--- config.mk ---
export PLATFORM = sky130hd
export DESIGN_NAME = scadArith
export DESIGN_NICKNAME = d
export VERILOG_FILES = /design/src/scadPkg.sv /design/src/scadArith.sv
export SDC_FILE = /design/constraint.sdc
export NUM_CORES = 1
export LEC_CHECK = 0
export BUFFER_PORTS_ARGS = -buffer_cell sky130_fd_sc_hd__buf_2
export CAP_MARGIN = 10
export CORE_UTILIZATION = 35
export DETAILED_ROUTE_END_ITERATION = 12
export PLACE_DENSITY = 0.53
export SLEW_MARGIN = 0
export SYNTH_ARGS = -nofsm -noshare
export SYNTH_HDL_FRONTEND = slang
export SYNTH_SLANG_ARGS = --single-unit
--- constraint.sdc ---
create_clock -name clk -period 3.8 [get_ports clk]
set_clock_uncertainty 0.05 [all_clocks]
set_input_delay 0.57 -clock clk [delete_from_list [all_inputs] [get_ports clk]]
set_output_delay 0.57 -clock clk [all_outputs]
set_load 0.02 [all_outputs]
--- src/scadPkg.sv ---
////////////////////
// SCAD package
// Microword layout, ALU and select codes, data path word views
////////////////////

`default_nettype none

package scadPkg;

   ////////////////////
   // Widths
   ////////////////////

   // SCAD result, SC, FE and both operands
   localparam int scadWidth  = 10;
   // Data path word
   localparam int dpWidth    = 36;
   // SCAD slice of the microword
   localparam int uWordWidth = 20;
   // Dispatch code
   localparam int dispWidth  = 4;

   // Float word fields
   localparam int expWidth   = 8;
   localparam int fracWidth  = 27;
   // Byte pointer fields
   localparam int posWidth   = 6;
   localparam int sizeWidth  = 6;
   localparam int restWidth  = 24;

   ////////////////////
   // Microword fields
   ////////////////////

   // First bit of each field, bit 0 is the MSB
   localparam int funPos     = 0;
   localparam int funWidth   = 3;
   localparam int aselPos    = 3;
   localparam int aselWidth  = 3;
   localparam int bselPos    = 6;
   localparam int bselWidth  = 2;
   localparam int numPos     = 8;
   localparam int numWidth   = 10;
   localparam int loadScPos  = 18;
   localparam int loadFePos  = 19;

   // ALU functions
   localparam logic [0:funWidth-1] funAPlusA     = 3'd0;
   localparam logic [0:funWidth-1] funAOrB       = 3'd1;
   localparam logic [0:funWidth-1] funAMinusBM1  = 3'd2;
   localparam logic [0:funWidth-1] funAMinusB    = 3'd3;
   localparam logic [0:funWidth-1] funAPlusB     = 3'd4;
   localparam logic [0:funWidth-1] funAAndB      = 3'd5;
   localparam logic [0:funWidth-1] funAMinus1    = 3'd6;
   localparam logic [0:funWidth-1] funA          = 3'd7;

   // A operand selects
   localparam logic [0:aselWidth-1] aselSc    = 3'd0;
   localparam logic [0:aselWidth-1] aselNum   = 3'd1;
   localparam logic [0:aselWidth-1] aselPtr44 = 3'd2;
   localparam logic [0:aselWidth-1] aselByte1 = 3'd3;
   localparam logic [0:aselWidth-1] aselByte2 = 3'd4;
   localparam logic [0:aselWidth-1] aselByte3 = 3'd5;
   localparam logic [0:aselWidth-1] aselByte4 = 3'd6;
   localparam logic [0:aselWidth-1] aselByte5 = 3'd7;

   // B operand selects
   localparam logic [0:bselWidth-1] bselFe    = 2'd0;
   localparam logic [0:bselWidth-1] bselExp   = 2'd1;
   localparam logic [0:bselWidth-1] bselShift = 2'd2;
   localparam logic [0:bselWidth-1] bselSize  = 2'd3;

   // Octal 44 middle of the pointer select
   localparam logic [0:5] ptrOctal44 = 6'o44;

   // Raised when SCAD bit 0 is set
   localparam logic [0:dispWidth-1] dispNegative = 4'b0010;

   ////////////////////
   // Data path word
   ////////////////////

   // One word, seen as a float or as a byte pointer
   typedef union packed {
      struct packed {
         logic                 sign;
         logic [0:expWidth-1]  exponent;
         logic [0:fracWidth-1] fraction;
      } floatView;
      struct packed {
         logic [0:posWidth-1]  position;
         logic [0:sizeWidth-1] size;
         logic [0:restWidth-1] rest;
      } pointerView;
   } dataWord_u;

endpackage

`default_nettype wire

--- src/scadArith.sv ---
////////////////////
// SCAD arithmetic
// Eight-function ALU, SC and FE registers, negative dispatch
////////////////////

`default_nettype none
`timescale 1ns/1ps

module scadArith
   import scadPkg::*;
(
   input  logic                 clk,
   input  logic                 rst,
   input  logic                 clkEn,
   input  logic [0:funWidth-1]  fun,
   input  logic [0:scadWidth-1] scadA,
   input  logic [0:scadWidth-1] scadB,
   input  logic                 loadSc,
   input  logic                 loadFe,
   output logic [0:scadWidth-1] scad,
   output logic [0:scadWidth-1] sc,
   output logic [0:scadWidth-1] fe,
   output logic [0:dispWidth-1] dispScad
);

   ////////////////////
   // ALU
   ////////////////////

   // Result wraps modulo 1024
   // Codes follow the microcode FUN field directly
   always_comb
   begin
      case (fun)
         funAPlusA:
            scad = scadA + scadA;
         funAOrB:
            scad = scadA | scadB;
         // Subtract with borrow in
         funAMinusBM1:
            scad = scadA - scadB - 1'b1;
         funAMinusB:
            scad = scadA - scadB;
         funAPlusB:
            scad = scadA + scadB;
         funAAndB:
            scad = scadA & scadB;
         // Decrement, used for step counting
         funAMinus1:
            scad = scadA - 1'b1;
         // Pass A through
         funA:
            scad = scadA;
      endcase
   end

   ////////////////////
   // Registers
   ////////////////////

   // Step count
   always_ff @(posedge clk or posedge rst)
   begin
      if (rst)
      begin
         sc <= '0;
      end
      else if (clkEn && loadSc)
      begin
         sc <= scad;
      end
   end

   // Floating exponent
   always_ff @(posedge clk or posedge rst)
   begin
      if (rst)
      begin
         fe <= '0;
      end
      else if (clkEn && loadFe)
      begin
         fe <= scad;
      end
   end

   ////////////////////
   // Dispatch
   ////////////////////

   // Bit 0 is the sign of the result
   assign dispScad = scad[0] ? dispNegative : {dispWidth{1'b0}};

   ////////////////////
   // Checks
   ////////////////////

   // SC only moves on an enabled load
   scHoldAssert: assert property (
      @(posedge clk) disable iff (rst)
      !(clkEn && loadSc) |=> $stable(sc)
   ) else $error("SC changed without clkEn and loadSc");

   // Same for FE
   feHoldAssert: assert property (
      @(posedge clk) disable iff (rst)
      !(clkEn && loadFe) |=> $stable(fe)
   ) else $error("FE changed without clkEn and loadFe");

endmodule

`default_nettype wire

# == Yosys cells after proc, flatten, opt, wreduce, memory -nomap -nowiden ==
# Cells that the tools add are included.
# W data, S select, Z words.
# word_totals
reg_bits,20
input_bits,28
output_inout_bits,34
wordCells,21
# classes
addsub,5
n_eq_ne,7
muxes,2
bitwise,2
reduce_logical,3
# op_table
op,n
$pmux W10 S8,1
$add A10 B10 Y10,2
$sub A10 B1 Y10 const B,2
$eq A3 B3 Y1 const B,4
$and A10 B10 Y10,1
$or A10 B10 Y10,1
$sub A10 B10 Y10,1
$eq A3 B2 Y1 const B,2
$eq A3 B1 Y1 const B,1
$logic_not A3 Y1,1
$logic_and A1 B1 Y1,2
$mux W2,1

# == Longest topological paths before layout ==
# depth
ltp_word,4
ltp_mapped,14
ltp_nobuf,13

# == Worst setup path before layout ==
# No wires, ideal clock.
# synth_path
path_type,input to output
from,input scadA[9] (netlist bit)
to,output scad[0] (netlist bit)
arrival_time_ns,3.372
required_time_ns,3.180
path_slack_ns,-0.192
stages,11
path_buffers,1
cell_sequence,inv_1 > ha_1 > inv_1 > fa_1 > xnor2_1 > or3_1 > or4_4 > nor4_4 > mux2i_1 > o211ai_1 > buf_4
# synth_via
elab_chain_len,3
word_cells_on_any_way,6
cone_classes,add/sub: 5; mux: 1
# synth_lines
element,line,rtl
start: declaration,scadArith.sv:16,"input logic [0:scadWidth-1] scadA,"
$sub A10 B10 Y10,"scadArith.sv:41, scadArith.sv:43",
$sub A10 B1 Y10,scadArith.sv:41,scad = scadA - scadB - 1'b1;
$pmux W10 S8 *,scadArith.sv:34,case (fun)
end: declaration,scadArith.sv:20,"output logic [0:scadWidth-1] scad,"
# Every way passes the cells marked *; elsewhere a longest branch is shown, timed or not.

# == Final worst setup path ==
# layout_path
from,input scadB[8] (netlist bit)
to,output scad[1] (netlist bit)
# layout_via
elab_chain_len,3
word_cells_on_any_way,4
cone_classes,add/sub: 3; mux: 1
# layout_lines
element,line,rtl
start: declaration,scadArith.sv:17,"input logic [0:scadWidth-1] scadB,"
$sub A10 B10 Y10,"scadArith.sv:41, scadArith.sv:43",
$sub A10 B1 Y10,scadArith.sv:41,
$pmux W10 S8 *,scadArith.sv:34,
# Marks and branches as above.

==> metrics.md <==
| Metric | Value |
|---|---|
| Post-synth EDFFs | `0` |
| Vias in the first global route | `3088` |
| FILL cells | `805` |
| Critical Path AT | `3.16 ns` |
| Top post-synthesis cells by area | `ha_1 17%, dfrtp_1 16%, xnor2_1 5.2%` |
| Most common cell in the netlist | `ha_1` |
| Rows | `33` |
| CTS tree | `done` |
| Final Hold Fails | `0` |
| Peak VDD IR | `0.103 mV` |
| P&R area growth vs syn | `41.1%` |
| Critical Path RT | `between 3 and 4 ns` |
| Crit start category | `input port` |
| Synth Instances | `380` |
| Worst Setup Path Type | `input port to output pin` |
| Yosys warnings | `0` |
| First-pass GRT wire length | `between 10000 and 15000 um` |
| Clk_lat worst skew | `0.25 ns` |
| Mean Syn Cell Area | `8.01 um2` |
| Synth top cells by count | `41 x ha_1, 35 x inv_1, 30 x nand2_1, 27 x nor2_1, 20 x dfrtp_1` |
| Final Max Slew Viols | `0` |
| Overall Global Routing Usage | `19.8%` |
| Hold buffers post-CTS | `0` |
| RD Place Congestion | `0.866` |
| Max Freq | `265 MHz` |
| Dpl hpwl | `around 7200 um` |
| Die height | `95.2 um` |
| Share of cells above drive strength 1 | `around two fifths` |
| Gr ovfl total | `0` |
| Number of max-cap violations | `0` |
| Fin crit period | `3.78 ns` |
| Cell area after placement | `3940 um2` |
| TritonCTS Sinks | `20` |
| IO Port Bufs | `58` |
| Seq/Total Area, Yosys | `16.4%` |
| Fin Setup TNS | `0 ns` |
| Synth top area share | `16.9%` |
| Outcome | `complete, no violations` |
| Initial Util | `36.7%` |
| Setup-failing EPs final | `0` |
| Clk buf depth | `2` |
| Period utilization | `between 90% and 100%` |
| Synth async-reset ratio | `100%` |
| CTS Buf Count | `3` |
| Pwr per Cell Area | `around 290 nW/um2` |
| Slew headroom | `between 50 and 60%` |
| Synth cell types | `66` |
| DRC errors left | `0` |
| CP endpoint kind | `output pin` |
| Root buf cell | `clkbuf_8` |
| Core ar. | `8300 um2` |
| Largest area contributor in the netlist | `ha_1` |
| H-Tree Depth | `1` |
| Drt pass-1 iters | `4` |
| Leak | `1.99 nW` |
| DRT iter0 DRCs | `74` |
| Vias per cell | `around 5.1` |
| Clk slew on worst S/H paths | `around 0.07 ns` |
| # IOs | `a little over 60` |
| Antenna cells | `0` |
| Worst-path maximum fanout | `4` |
| Drt total wl | `8780 um` |
| RSZ-0062 raised after global routing | `yes` |
| Initial antenna violation count | `0` |
| Die width | `95.2 um` |
| Nets | `roughly 580` |
| Measured slew at the worst slew-check pin | `0.738 ns` |
| Most frequently used flop master after synthesis | `dfrtp_1` |
| Worst hold path class | `input port to async pin` |
| #FFs+latches synth | `20` |
| Post-DRT Antenna Nets | `0` |
| Worst R2R Setup Slack | `3.00 ns` |
| Largest net degree at the start of global routing | `23` |
| Post-synth design cell area | `3040 um2` |
| Hold slack | `between 0.3 and 0.4 ns` |
| Die Area | `9070 um2` |
| DR WL/cell | `~14 um` |
| Via count | `3161` |
| Post-layout instance area | `around 4300 um2` |
## cells in the final DEF (no fill, tap or decap), drive strengths merged, types with 5 or more instances in the layout
master | synthesis | routed
and2 | 5 | 5
nor2 | 27 | 27
nor2b | 8 | 8
a211oi | 5 | 5
dfrtp | 20 | 20
nand3 | 6 | 6
nor3b | 5 | 5
mux2 | 6 | 6
o21ai | 20 | 20
nor3 | 11 | 11
o31ai | 7 | 7
nand2b | 9 | 9
inv | 35 | 35
xnor2 | 19 | 19
a21oi | 14 | 14
a31oi | 9 | 9
nor4 | 10 | 10
ha | 41 | 41
a22oi | 6 | 6
nand2 | 30 | 30
buf | 7 | 141
## through the flow
step                instances  utilization, %  worst slack, ns  power, mW
CTS                       612            49.8          0.00158       1.19
finish                    616            51.7           0.0226       1.23
global placement          600            47.5          -0.0845      0.991
detailed placement        600            47.5           -0.145       1.00
global route              616            51.7           -0.150       1.32
floorplan                 382               -         -0.00925      0.726
## critical path: stages
cell     delay [ns]
buf_6          0.10
or4_4          0.58
nor2_4         0.13
xnor2_1        0.11
a22oi_1        0.10
ha_1           0.33
buf_4          0.12
o211a_1        0.18
nor3_2         0.06
or3b_4         0.39
a32oi_4        0.27
nand2_2        0.08
buf_6          0.13
## kinds of logic after synthesis
family	Yosys count	share of synthesized area (%)
simple gates	132	23.2
compound gates	98	22.7
buf+inv	52	6.91
fa+ha+maj	43	18.2
xor+xnor	22	6.58
flops	20	16.4
mux	12	5.84
other cells	1	0.123
## routing by layer
metal	global-route usage, %	up-vias	share of wire, %
met5	0	-	0
met4	4.42	0	0.93
met3	0.797	6	3.5
met2	36.0	69	47
met1	25.7	1453	49
li1	-	1633	-
## worst paths after layout
kind                            to  cells past startpoint      from
max                        scad[1]                     13  scadB[8]
min                          sc[6]                      2       rst
max reg2reg                  fe[4]                      1     fe[4]
min reg2reg                  sc[3]                      2     sc[3]
max in group asynchronous    fe[2]                      2       rst
min in group clk             sc[3]                      2     sc[3]
## flip-flops by register name (all words and copies together) (netlist names)
signal  cells
fe         10
sc         10
## report_power, final
group,leakage [nW],switching [mW],internal (mW)
Sequential,0.237,0.0216,0.259
Combinational,1.72,0.429,0.361
Clock,0.0288,0.0658,0.0921
Total,1.99,0.516,0.712
## cell type report
class	count	area (um2)	area share [%]
Multi-Input combinational cell	310	2530	58.8
Timing Repair Buffer	141	945	22.0
Sequential cell	20	500	11.7
Inverter	36	135	3.15
Tap cell	105	131	3.06
Clock buffer	4	55.1	1.28
## what timing repair did
action / in CTS / in global routing
endpoints found under the hold margin: 0 / 0
resized for setup: 18 / 33
pin swaps: 11 / 18
buffers inserted: 8 / 4
endpoints found under the setup margin: 3 / 6
Note: power is estimated with default switching activity, not from simulation.
